`src/common/mips_pkg.sv`:
```
// shared types for the back-end pipeline; no hazard logic exists, so the issuer must space dependent instructions
package mips_pkg;

	// ======================================
	// sizes
	// ======================================

	// data memory depth in 32-bit words
	localparam int DMEM_WORDS = 64;
	// word address width, taken from byte address bits above the byte offset
	localparam int DMEM_AW = 6;

	// ======================================
	// alu functions
	// ======================================

	typedef enum logic [2:0]
	{
		ALU_ADD    = 3'd0,
		ALU_SUB    = 3'd1,
		ALU_AND    = 3'd2,
		ALU_OR     = 3'd3,
		ALU_SLT    = 3'd4,
		// rs straight through, used by jump-register
		ALU_PASS_A = 3'd5
	} alu_op_e;

	// ======================================
	// control and pipeline registers
	// ======================================

	// per-instruction control, all zero is a bubble
	typedef struct packed
	{
		logic    regwrite;
		logic    memtoreg;
		logic    memread;
		logic    memwrite;
		logic    branch;
		logic    jumpreg;
		logic    alu_src;
		alu_op_e alu_op;
	} ctl_t;

	// issued instruction from decode
	typedef struct packed
	{
		ctl_t        ctl;
		logic [4:0]  rs_addr;
		logic [4:0]  rt_addr;
		// destination as resolved by decode
		logic [4:0]  rd_addr;
		logic [31:0] imm;
		logic [31:0] pc_plus4;
	} id_ex_t;

	// ex/mem register
	typedef struct packed
	{
		ctl_t        ctl;
		logic        zero;
		logic [31:0] alu_result;
		logic [31:0] store_data;
		logic [31:0] branch_target;
		logic [4:0]  dest;
	} ex_mem_t;

	// mem/wb register
	typedef struct packed
	{
		logic        regwrite;
		logic        memtoreg;
		logic [31:0] mem_data;
		logic [31:0] alu_result;
		logic [4:0]  dest;
	} mem_wb_t;

endpackage
```
`src/logic/mips_backend.sv`:
```
// ex, mem and wb stages of a MIPS pipeline; one instruction per cycle, no forwarding or stalls
`timescale 1ns/1ps

module mips_backend
(
	input  logic             i_clk,
	input  logic             i_rst_n,
	input  mips_pkg::id_ex_t i_issue,
	output logic             o_pc_src,
	output logic [31:0]      o_jb_pc,
	output logic             o_wb_en,
	output logic [4:0]       o_wb_addr,
	output logic [31:0]      o_wb_data
);

	// ======================================
	// wires
	// ======================================

	// register read values
	logic [31:0] rs_data;
	logic [31:0] rt_data;

	// pipeline registers
	mips_pkg::ex_mem_t ex_mem;
	mips_pkg::mem_wb_t mem_wb;

	// data memory bus
	logic [mips_pkg::DMEM_AW-1:0] mem_addr;
	logic [31:0]                  mem_wdata;
	logic                         mem_we;
	logic [31:0]                  mem_rdata;

	// ======================================
	// hierarchy
	// ======================================

	// read in the issue cycle, write from mem/wb
	reg_file u_reg_file
	(
		.i_clk     (i_clk),
		.i_rst_n   (i_rst_n),
		.i_rs_addr (i_issue.rs_addr),
		.i_rt_addr (i_issue.rt_addr),
		.i_mem_wb  (mem_wb),
		.o_rs_data (rs_data),
		.o_rt_data (rt_data),
		.o_wb_en   (o_wb_en),
		.o_wb_addr (o_wb_addr),
		.o_wb_data (o_wb_data)
	);

	ex_stage u_ex_stage
	(
		.i_clk     (i_clk),
		.i_rst_n   (i_rst_n),
		.i_issue   (i_issue),
		.i_rs_data (rs_data),
		.i_rt_data (rt_data),
		.o_ex_mem  (ex_mem)
	);

	// branch and jr resolve here
	mem_stage u_mem_stage
	(
		.i_clk       (i_clk),
		.i_rst_n     (i_rst_n),
		.i_ex_mem    (ex_mem),
		.i_mem_rdata (mem_rdata),
		.o_mem_addr  (mem_addr),
		.o_mem_wdata (mem_wdata),
		.o_mem_we    (mem_we),
		.o_pc_src    (o_pc_src),
		.o_jb_pc     (o_jb_pc),
		.o_mem_wb    (mem_wb)
	);

	data_memory u_data_memory
	(
		.i_clk   (i_clk),
		.i_addr  (mem_addr),
		.i_wdata (mem_wdata),
		.i_we    (mem_we),
		.o_rdata (mem_rdata)
	);

endmodule

```
`src/logic/reg_file.sv`:
```
// register file; no write-to-read bypass, so a result is visible one cycle after writeback
`timescale 1ns/1ps

module reg_file
(
	input  logic              i_clk,
	input  logic              i_rst_n,
	input  logic [4:0]        i_rs_addr,
	input  logic [4:0]        i_rt_addr,
	input  mips_pkg::mem_wb_t i_mem_wb,
	output logic [31:0]       o_rs_data,
	output logic [31:0]       o_rt_data,
	output logic              o_wb_en,
	output logic [4:0]        o_wb_addr,
	output logic [31:0]       o_wb_data
);

	// r0 has no storage
	logic [31:0] regs [1:31];

	logic        wb_en;
	logic [31:0] wb_data;

	// ======================================
	// writeback select
	// ======================================

	// load data or alu result
	assign wb_data = i_mem_wb.memtoreg ? i_mem_wb.mem_data : i_mem_wb.alu_result;

	// writes to r0 are dropped
	assign wb_en = i_mem_wb.regwrite & (i_mem_wb.dest != 5'd0);

	assign o_wb_en   = wb_en;
	assign o_wb_addr = i_mem_wb.dest;
	assign o_wb_data = wb_data;

	// ======================================
	// register write
	// ======================================

	always_ff @(posedge i_clk)
	begin
		if (!i_rst_n)
		begin
			for (int i = 1; i < 32; i++)
			begin
				regs[i] <= 32'd0;
			end
		end
		else if (wb_en)
		begin
			regs[i_mem_wb.dest] <= wb_data;
		end
	end

	// ======================================
	// read ports
	// ======================================

	// r0 always reads zero
	assign o_rs_data = (i_rs_addr == 5'd0) ? 32'd0 : regs[i_rs_addr];
	assign o_rt_data = (i_rt_addr == 5'd0) ? 32'd0 : regs[i_rt_addr];

endmodule

```
`src/memory/data_memory.sv`:
```
// data RAM; contents are undefined until written, and there is no reset
`timescale 1ns/1ps

module data_memory
(
	input  logic                         i_clk,
	input  logic [mips_pkg::DMEM_AW-1:0] i_addr,
	input  logic [31:0]                  i_wdata,
	input  logic                         i_we,
	output logic [31:0]                  o_rdata
);

	// ======================================
	// storage
	// ======================================

	// one 32-bit word per entry
	logic [31:0] mem [mips_pkg::DMEM_WORDS];

	// ======================================
	// read port
	// ======================================

	// asynchronous, load data ready in the same cycle
	assign o_rdata = mem[i_addr];

	// ======================================
	// write port
	// ======================================

	// store lands at the end of the mem cycle
	always_ff @(posedge i_clk)
	begin
		if (i_we)
		begin
			mem[i_addr] <= i_wdata;
		end
	end

	// a read of the word being written
	// still returns the old contents

endmodule

```
`src/memory/mem_stage.sv`:
```
// memory stage; word accesses only, and the address wraps to the data memory depth
`timescale 1ns/1ps

module mem_stage
(
	input  logic                         i_clk,
	input  logic                         i_rst_n,
	input  mips_pkg::ex_mem_t            i_ex_mem,
	input  logic [31:0]                  i_mem_rdata,
	output logic [mips_pkg::DMEM_AW-1:0] o_mem_addr,
	output logic [31:0]                  o_mem_wdata,
	output logic                         o_mem_we,
	output logic                         o_pc_src,
	output logic [31:0]                  o_jb_pc,
	output mips_pkg::mem_wb_t            o_mem_wb
);

	mips_pkg::mem_wb_t mem_wb_next;
	mips_pkg::mem_wb_t mem_wb_q;

	// ======================================
	// data memory access
	// ======================================

	// drop the byte offset
	assign o_mem_addr  = i_ex_mem.alu_result[mips_pkg::DMEM_AW+1:2];
	assign o_mem_wdata = i_ex_mem.store_data;
	assign o_mem_we    = i_ex_mem.ctl.memwrite;

	// ======================================
	// pc source and target
	// ======================================

	// taken beq or any jr
	assign o_pc_src = (i_ex_mem.ctl.branch & i_ex_mem.zero) | i_ex_mem.ctl.jumpreg;

	// jr target is rs, carried in alu_result
	assign o_jb_pc = i_ex_mem.ctl.jumpreg ? i_ex_mem.alu_result : i_ex_mem.branch_target;

	// ======================================
	// mem/wb register
	// ======================================

	always_comb
	begin
		mem_wb_next.regwrite   = i_ex_mem.ctl.regwrite;
		mem_wb_next.memtoreg   = i_ex_mem.ctl.memtoreg;
		// load word captured only on a read
		mem_wb_next.mem_data   = i_ex_mem.ctl.memread ? i_mem_rdata : 32'd0;
		mem_wb_next.alu_result = i_ex_mem.alu_result;
		mem_wb_next.dest       = i_ex_mem.dest;
	end

	always_ff @(posedge i_clk)
	begin
		mem_wb_q <= mem_wb_next;
		// writeback controls low out of reset
		if (!i_rst_n)
		begin
			mem_wb_q.regwrite <= 1'b0;
			mem_wb_q.memtoreg <= 1'b0;
		end
	end

	assign o_mem_wb = mem_wb_q;

endmodule

```
`src/execute/ex_stage.sv`:
```
// execute stage; operands arrive unforwarded, and the destination must already be chosen by decode
`timescale 1ns/1ps

module ex_stage
(
	input  logic              i_clk,
	input  logic              i_rst_n,
	input  mips_pkg::id_ex_t  i_issue,
	input  logic [31:0]       i_rs_data,
	input  logic [31:0]       i_rt_data,
	output mips_pkg::ex_mem_t o_ex_mem
);

	// ======================================
	// operands
	// ======================================

	logic [31:0] op_a;
	logic [31:0] op_b;
	logic [31:0] alu_result;
	logic        alu_zero;
	logic [31:0] branch_target;

	mips_pkg::ex_mem_t ex_mem_next;
	mips_pkg::ex_mem_t ex_mem_q;

	// a is always rs
	assign op_a = i_rs_data;

	// b is the immediate for i-type, rt otherwise
	assign op_b = i_issue.ctl.alu_src ? i_issue.imm : i_rt_data;

	// ======================================
	// alu
	// ======================================

	always_comb
	begin
		case (i_issue.ctl.alu_op)
			mips_pkg::ALU_ADD:
				alu_result = op_a + op_b;
			mips_pkg::ALU_SUB:
				alu_result = op_a - op_b;
			mips_pkg::ALU_AND:
				alu_result = op_a & op_b;
			mips_pkg::ALU_OR:
				alu_result = op_a | op_b;
			// signed compare
			mips_pkg::ALU_SLT:
				alu_result = {31'd0, $signed(op_a) < $signed(op_b)};
			// jr target rides the result bus
			mips_pkg::ALU_PASS_A:
				alu_result = op_a;
			default:
				alu_result = '0;
		endcase
	end

	// beq compares through a subtract
	assign alu_zero = (alu_result == 32'd0);

	// word offset from pc+4
	assign branch_target = i_issue.pc_plus4 + {i_issue.imm[29:0], 2'b00};

	// ======================================
	// ex/mem register
	// ======================================

	always_comb
	begin
		ex_mem_next.ctl           = i_issue.ctl;
		ex_mem_next.zero          = alu_zero;
		ex_mem_next.alu_result    = alu_result;
		// rt is the store payload
		ex_mem_next.store_data    = i_rt_data;
		ex_mem_next.branch_target = branch_target;
		ex_mem_next.dest          = i_issue.rd_addr;
	end

	always_ff @(posedge i_clk)
	begin
		ex_mem_q <= ex_mem_next;
		// only control is cleared, so a reset reads as a bubble
		if (!i_rst_n)
		begin
			ex_mem_q.ctl <= '0;
		end
	end

	assign o_ex_mem = ex_mem_q;

endmodule

```
`config.mk`:
```
export PLATFORM = sky130hd
export DESIGN_NAME = mips_backend
export DESIGN_NICKNAME = d
export VERILOG_FILES = /design/src/common/mips_pkg.sv /design/src/logic/mips_backend.sv /design/src/logic/reg_file.sv /design/src/memory/data_memory.sv /design/src/memory/mem_stage.sv /design/src/execute/ex_stage.sv
export SDC_FILE = /design/constraint.sdc
export NUM_CORES = 2
export LEC_CHECK = 0
export BUFFER_PORTS_ARGS = -buffer_cell sky130_fd_sc_hd__buf_4
export CAP_MARGIN = 20
export CORE_UTILIZATION = 60
export CTS_CLUSTER_DIAMETER = 30
export DETAILED_ROUTE_END_ITERATION = 10
export PLACE_DENSITY_LB_ADDON = 0.25
export SETUP_SLACK_MARGIN = 0.15
export SYNTH_ARGS = -nofsm -noshare
export SYNTH_HDL_FRONTEND = slang
export SYNTH_SLANG_ARGS = --single-unit
```
`constraint.sdc`:
```
create_clock -name i_clk -period 8.4 [get_ports i_clk]
set_input_delay 0.42 -clock i_clk [delete_from_list [all_inputs] [get_ports i_clk]]
set_output_delay 0.42 -clock i_clk [all_outputs]
set_load 0.02 [all_outputs]
```
# Word-level counts from Yosys, hierarchy flattened

Memories as Yosys holds them, arrays and structs flattened. A register that Yosys moved wholly into a read port is not among the register bits.
Cells that the tools add are included.

Add/sub/neg operators: 3
Order comparisons: 1
Eq/ne operators: 5
Muxes and demuxes: 15
Bitwise operators: 5
Reduce and logical (&&, ||, !) cells: 7

Operator list:

| kind                 | number |
|---|---|
| $mux W32             | 6 |
| $pmux W32 S6         | 1 |
| $add A32 B32 Y32     | 2 |
| $and A32 B32 Y32     | 1 |
| $logic_not A32 Y1    | 1 |
| $lt A32 B32 Y1       | 1 |
| $or A32 B32 Y32      | 1 |
| $reduce_or A32 Y1    | 1 |
| $sub A32 B32 Y32     | 1 |
| $logic_not A5 Y1     | 2 |
| $mux W1              | 7 |
| $eq A3 B2 Y1 const B | 2 |
| $eq A3 B3 Y1 const B | 2 |
| $mux W5              | 1 |
| $reduce_bool A5 Y1   | 1 |
| $eq A3 B1 Y1 const B | 1 |
| $logic_not A3 Y1     | 1 |
| $and A1 B1 Y1        | 2 |
| $logic_not A1 Y1     | 1 |
| $or A1 B1 Y1         | 1 |

Register bits: 147
Bits in writable memories: 3040
Bits of input ports: 91
Output and inout bits: 71
Word-level logic and storage cells: 53
Memories: 2

Memory list:

| memory            | depth | width | rd ports | clocked after Yosys merged registers in | write ports | RTL line          | text |
|---|---|---|---|---|---|---|---|
| u_data_memory.mem | 64    | 32    | 1        | 1                                       | 1           | data_memory.sv:18 | `logic [31:0] mem [mips_pkg::DMEM_WORDS];` |
| u_reg_file.regs   | 31    | 32    | 2        | 0                                       | 31          | reg_file.sv:19    | `logic [31:0] regs [1:31];` |

# Longest topological paths before layout

Depth in word-level cells: 7
Depth in mapped cells: 27
Gate-level depth less buffers: 21

# Cells and area by module

Synthesis repeated with hierarchy kept, for this count alone.

Cell total of the unflattened synthesis: 9082
Area, all modules: 141929.9 µm²

By module, submodules not included:

| module      | instances | cells an instance | area an instance (µm²) | sequential area each (µm²) |
|---|---|---|---|---|
| data_memory | 1         | 4207              | 78287.6                | 61499.0 |
| reg_file    | 1         | 3567              | 52026.1                | 30749.5 |
| ex_stage    | 1         | 1124              | 9130.0                 | 2242.2 |
| mem_stage   | 1         | 184               | 2486.1                 | 1421.4 |

# Worst setup path after synthesis

OpenSTA, ideal clock, no wires.

Path kind: input to register
From: input port i_issue[69] (netlist bit)
To: register u_ex_stage.ex_mem_q, in the netlist u_ex_stage.o_ex_mem[101]
Setup time: 88 ps
Arrival: 6167 ps
Required time: 8312 ps
Path slack: 2145 ps
Stages: 20
Path buffers: 3
Cells stage by stage: clkbuf_1 -> buf_1 -> buf_1 -> mux4_2 -> mux4_2 -> mux2i_1 -> nor2_1 -> mux2i_1 -> fa_1 -> nor2_1 -> o311ai_4 -> a21oi_1 -> o41ai_1 -> xnor2_1 -> a221o_1 -> or4b_1 -> or4_1 -> nor4_2 -> nand4b_1 -> nor4_2

Cells in the longest elaborated chain, start to end: 6
Elaborated cells between the ends (all ways): 11
Classes of those cells: add/sub (2); order compare (1); mux (3); bitwise (2); reduce/logical (2); memory (1)

Ends and longest elaborated chain:

| element                                              | RTL line                       | text |
|---|---|---|
| from (decl)                                          | mips_backend.sv:8              | `input mips_pkg::id_ex_t i_issue,` |
| $mem_v2 Z31 W32 or $logic_not A5 Y1 (tied branches)  | n/a                            |  |
| $mux W32 *                                           | reg_file.sv:63                 | `assign o_rt_data = (i_rt_addr == 5'd0) ? 32'd0 : regs[i_rt_addr];` |
| named net rt_data[1]                                 | mips_backend.sv:22             | `logic [31:0] rt_data;` |
| $mux W32 *                                           | ex_stage.sv:31                 | `assign op_b = i_issue.ctl.alu_src ? i_issue.imm : i_rt_data;` |
| $sub A32 B32 Y32 or $add A32 B32 Y32 (tied branches) | ex_stage.sv:43, ex_stage.sv:41 |  |
| $pmux W32 S6 *                                       | ex_stage.sv:39                 | `case (i_issue.ctl.alu_op)` |
| named net u_ex_stage.alu_result[10]                  | ex_stage.sv:20                 | `logic [31:0] alu_result;` |
| $logic_not A32 Y1 *                                  | ex_stage.sv:60                 | `assign alu_zero = (alu_result == 32'd0);` |
| named net u_ex_stage.alu_zero                        | ex_stage.sv:21                 | `logic alu_zero;` |
| to (signal assigned)                                 | ex_stage.sv:82                 | `ex_mem_q <= ex_mem_next;` |
| to (decl)                                            | ex_stage.sv:25                 | `mips_pkg::ex_mem_t ex_mem_q;` |

The timed path passes the listed nets; every way through them passes the cells marked *.
A chain may end at the register's enable or synchronous reset.

# Final worst setup path

Same ends and word-level chain as after synthesis.

==> flow_metrics.env <==
export IMPL_cp_required_ns=9.28
export IMPL_grt_overflow=0
export IMPL_viasPerCell=7.41
export IMPL_drive_above_1_share=0.228
export IMPL_firstDrtPassIters=8
export IMPL_fp_dieW_microns=480
export IMPL_core_area_sq_um=227000
export IMPL_hp_class="input pin to register"
export IMPL_slew_violations=0
export IMPL_cts_tree="built"
export IMPL_min_path_cells=4
export IMPL_start_util=0.603
export IMPL_clk_latency_ns=0.99
export IMPL_gr_usage_met1=0.516
export IMPL_end_kind="register"
export IMPL_post_route_period_util=0.840
export IMPL_critPathKind="input pin to register"
export IMPL_first_iter_violations=15983
export IMPL_final_cell_area_sq_um=163000
export IMPL_antenna_left=0
export IMPL_ys_types=85
export IMPL_grt_max_degree=117
export IMPL_fin_nets=9334
export IMPL_path_clk_slew_ns=0.05
export IMPL_syn_area_sq_um=137000
export IMPL_grtUsageTotal=0.411
export IMPL_yosys_area_top_type="edfxtp_1"
export IMPL_grt_pass1_wl_microns=664000
export IMPL_r2r_end="u_ex_stage.o_ex_mem[101]$_DFF_P_"
export IMPL_startpoint_type="input pin"
export IMPL_cts_htree_levels=6
export IMPL_hpwl_microns=266000
export IMPL_num_vias=93173
export IMPL_io_buffers=161
export IMPL_power_density_nw_per_um2=292
export IMPL_fin_skew_ns=0.0737
export IMPL_synth_area_leaders="edfxtp_1, mux4_2, nor2_1"
export IMPL_ys_ff_latch=3251
export IMPL_totalWireLength_microns=479000
export IMPL_syn_to_final_growth_pct=19.2
export IMPL_pin_count=162
export IMPL_cts_setup_buffers=0
export IMPL_r2r_start="u_reg_file.regs[27][2]$_SDFFCE_PN0P_"
export IMPL_final_hold_violation_count=0
export IMPL_setup_viol=0
export IMPL_arrival_ns=7.94
export IMPL_syn_inst=8650
export IMPL_antenna_found_initial=29
export IMPL_cts_root_buf="clkbuf_16"
export IMPL_synth_warnings=0
export IMPL_synth_edf_count=3072
export IMPL_outcome="completed"
export IMPL_synth_top_area_frac=0.673
export IMPL_grt_pass1_vias=90654
export IMPL_crit_path_max_fanout=76
export IMPL_use_met3=0.115
export IMPL_drc=0
export IMPL_die_area_sq_um=230000
export IMPL_peakVddDrop_uv=244
export IMPL_dpl_cell_area_sq_um=143000
export IMPL_fp_row_count=175
export IMPL_p_leak_nw=55.6
export IMPL_hp_start="i_issue[34]"
export IMPL_die_h_microns=480
export IMPL_place_gp_congestion=0.940
export IMPL_top_usage_layer="met2"
export IMPL_ys_flop_type="edfxtp_1"
export IMPL_syn_area_per_cell_sq_um=15.8
export IMPL_rrSetupSlack_ns=1.62
export IMPL_synth_seq_area_share=0.699
export IMPL_tightest_slew_ns=1.31
export IMPL_cts_max_path_buffers=4
export IMPL_wire_per_inst_microns=38.1
export IMPL_grtUsageMet2=0.619
export IMPL_ys_top_cells_by_count="edfxtp_1, nor2_1, clkbuf_1, a22oi_1, mux4_2"
export IMPL_final_min_clock_period_ns=7.06
export IMPL_reg2reg_depth=17
export IMPL_max_freq_mhz=142
export IMPL_maxCapViolCount=0
export IMPL_rsz0062_at_grt="no"
export IMPL_final_util=0.718
export IMPL_hold_end="u_ex_stage.o_ex_mem[10]$_DFF_P_"
export IMPL_slew_headroom=0.123
export IMPL_async_reset_ff_frac=0
export IMPL_finalSetupTns_ns=0
export IMPL_numCtsBuffers=565
export IMPL_synth_most_common_cell="edfxtp_1"
export IMPL_cts_sinks=3251
export IMPL_hold_ws_ns=0.0278
metal layers:
metal | vias to the layer above | wire length [microns]
met5 | - | 155
met4 | 20 | 40400
met2 | 9035 | 216000
met3 | 2016 | 68000
li1 | 35829 | -
met1 | 46273 | 155000
state kept, by name, summed over array words and instances (netlist names):
| register | cells |
|---|---|
| u_data_memory.mem | 2048 |
| u_mem_stage.o_mem_wb | 71 |
| u_reg_file.regs | 1024 |
| u_ex_stage.o_ex_mem | 108 |
kinds of logic (layout without fill, tap and decap cells):
family | Yosys count | in the layout | synth area share
flip-flops | 3251 | 3251 | 0.699
AO/OA/AOI/OAI | 1857 | 1857 | 0.102
AND/OR/NAND/NOR | 1707 | 1707 | 0.0523
buffers and inverters | 862 | 1738 | 0.0250
multiplexers | 792 | 792 | 0.106
adder cells (fa/ha/maj) | 131 | 131 | 0.0121
XOR/XNOR | 49 | 49 | 0.00313
other | 1 | 47 | 0.0000274
timing repair:
| item | CTS | global route |
|---|---|---|
| endpoints found under the hold margin | 41 | 0 |
| resized for setup | 0 | 0 |
| setup endpoints to repair | 0 | 0 |
| hold buffers | 77 | 0 |
placed cells by master, fill, tap and decap left out, types with 146 or more instances in the layout:
| master | n |
|---|---|
| a22o_1 | 267 |
| mux4_2 | 525 |
| clkbuf_16 | 578 |
| a221oi_1 | 271 |
| edfxtp_1 | 3072 |
| nor2_1 | 1160 |
| dfxtp_1 | 146 |
| a31oi_1 | 280 |
| a22oi_1 | 536 |
| buf_4 | 449 |
| mux2i_1 | 173 |
how the worst max path moves through the flow:
stage	slack (ns)	end	startpoint	cells after the start
after CTS	1.79	u_ex_stage.o_ex_mem[101]$_DFF_P_	u_reg_file.regs[27][2]$_SDFFCE_PN0P_	17
after global placement	0.88	u_ex_stage.o_ex_mem[101]$_DFF_P_	i_issue[69]	18
after global routing	1.24	u_ex_stage.o_ex_mem[101]$_DFF_P_	i_issue[69]	19
final	1.34	u_ex_stage.o_ex_mem[101]$_DFF_P_	i_issue[69]	19
after floorplan	2.14	u_ex_stage.o_ex_mem[101]$_DFF_P_	i_issue[69]	20
after detailed placement	0.90	u_ex_stage.o_ex_mem[101]$_DFF_P_	i_issue[69]	18
per-stage QoR:
step           std cells  total power, mW  worst slack [ns]
2_1_floorplan       8681             22.3              2.14
3_3_place_gp       11451             24.6             0.878
3_5_place_dp       11453             24.7             0.900
4_1_cts            12542             47.4              1.79
5_1_grt            12567             48.6              1.24
6_report           12581             47.7              1.34
report_power, final:
part | total, mW | leakage [nW] | internal (mW) | switching (mW)
Combinational | 5.85 | 15.8 | 1.85 | 4.01
Sequential | 19.0 | 30.7 | 18.5 | 0.456
Clock | 22.9 | 9.14 | 14.9 | 8.04
Total | 47.7 | 55.6 | 35.2 | 12.5
worst max-delay path: stages:
cell       delay (ns)
buf_8            0.66
buf_4            0.47
mux4_2           0.59
mux4_2           0.50
mux2i_1          0.82
nor2_1           0.32
mux2_2           0.38
ha_1             0.49
inv_1            0.17
o21a_1           0.16
nor4_1           0.39
a311oi_1         0.26
o21ai_0          0.66
a2111oi_0        0.22
nor2_1           0.17
o211ai_1         0.12
or3_1            0.41
or3_1            0.34
nor4_2           0.26
cell type report:
class / instances / area [sq um]
Antenna cell: 15 / 37.5
Clock buffer: 655 / 14900
Clock inverter: 357 / 4000
Fill cell: 13409 / 64000
Inverter: 147 / 552
Multi-Input combinational cell: 4568 / 38900
Sequential cell: 3251 / 95900
Tap cell: 3009 / 3760
Timing Repair Buffer: 579 / 5190
No activity file was read; power rests on OpenSTA's default activity.
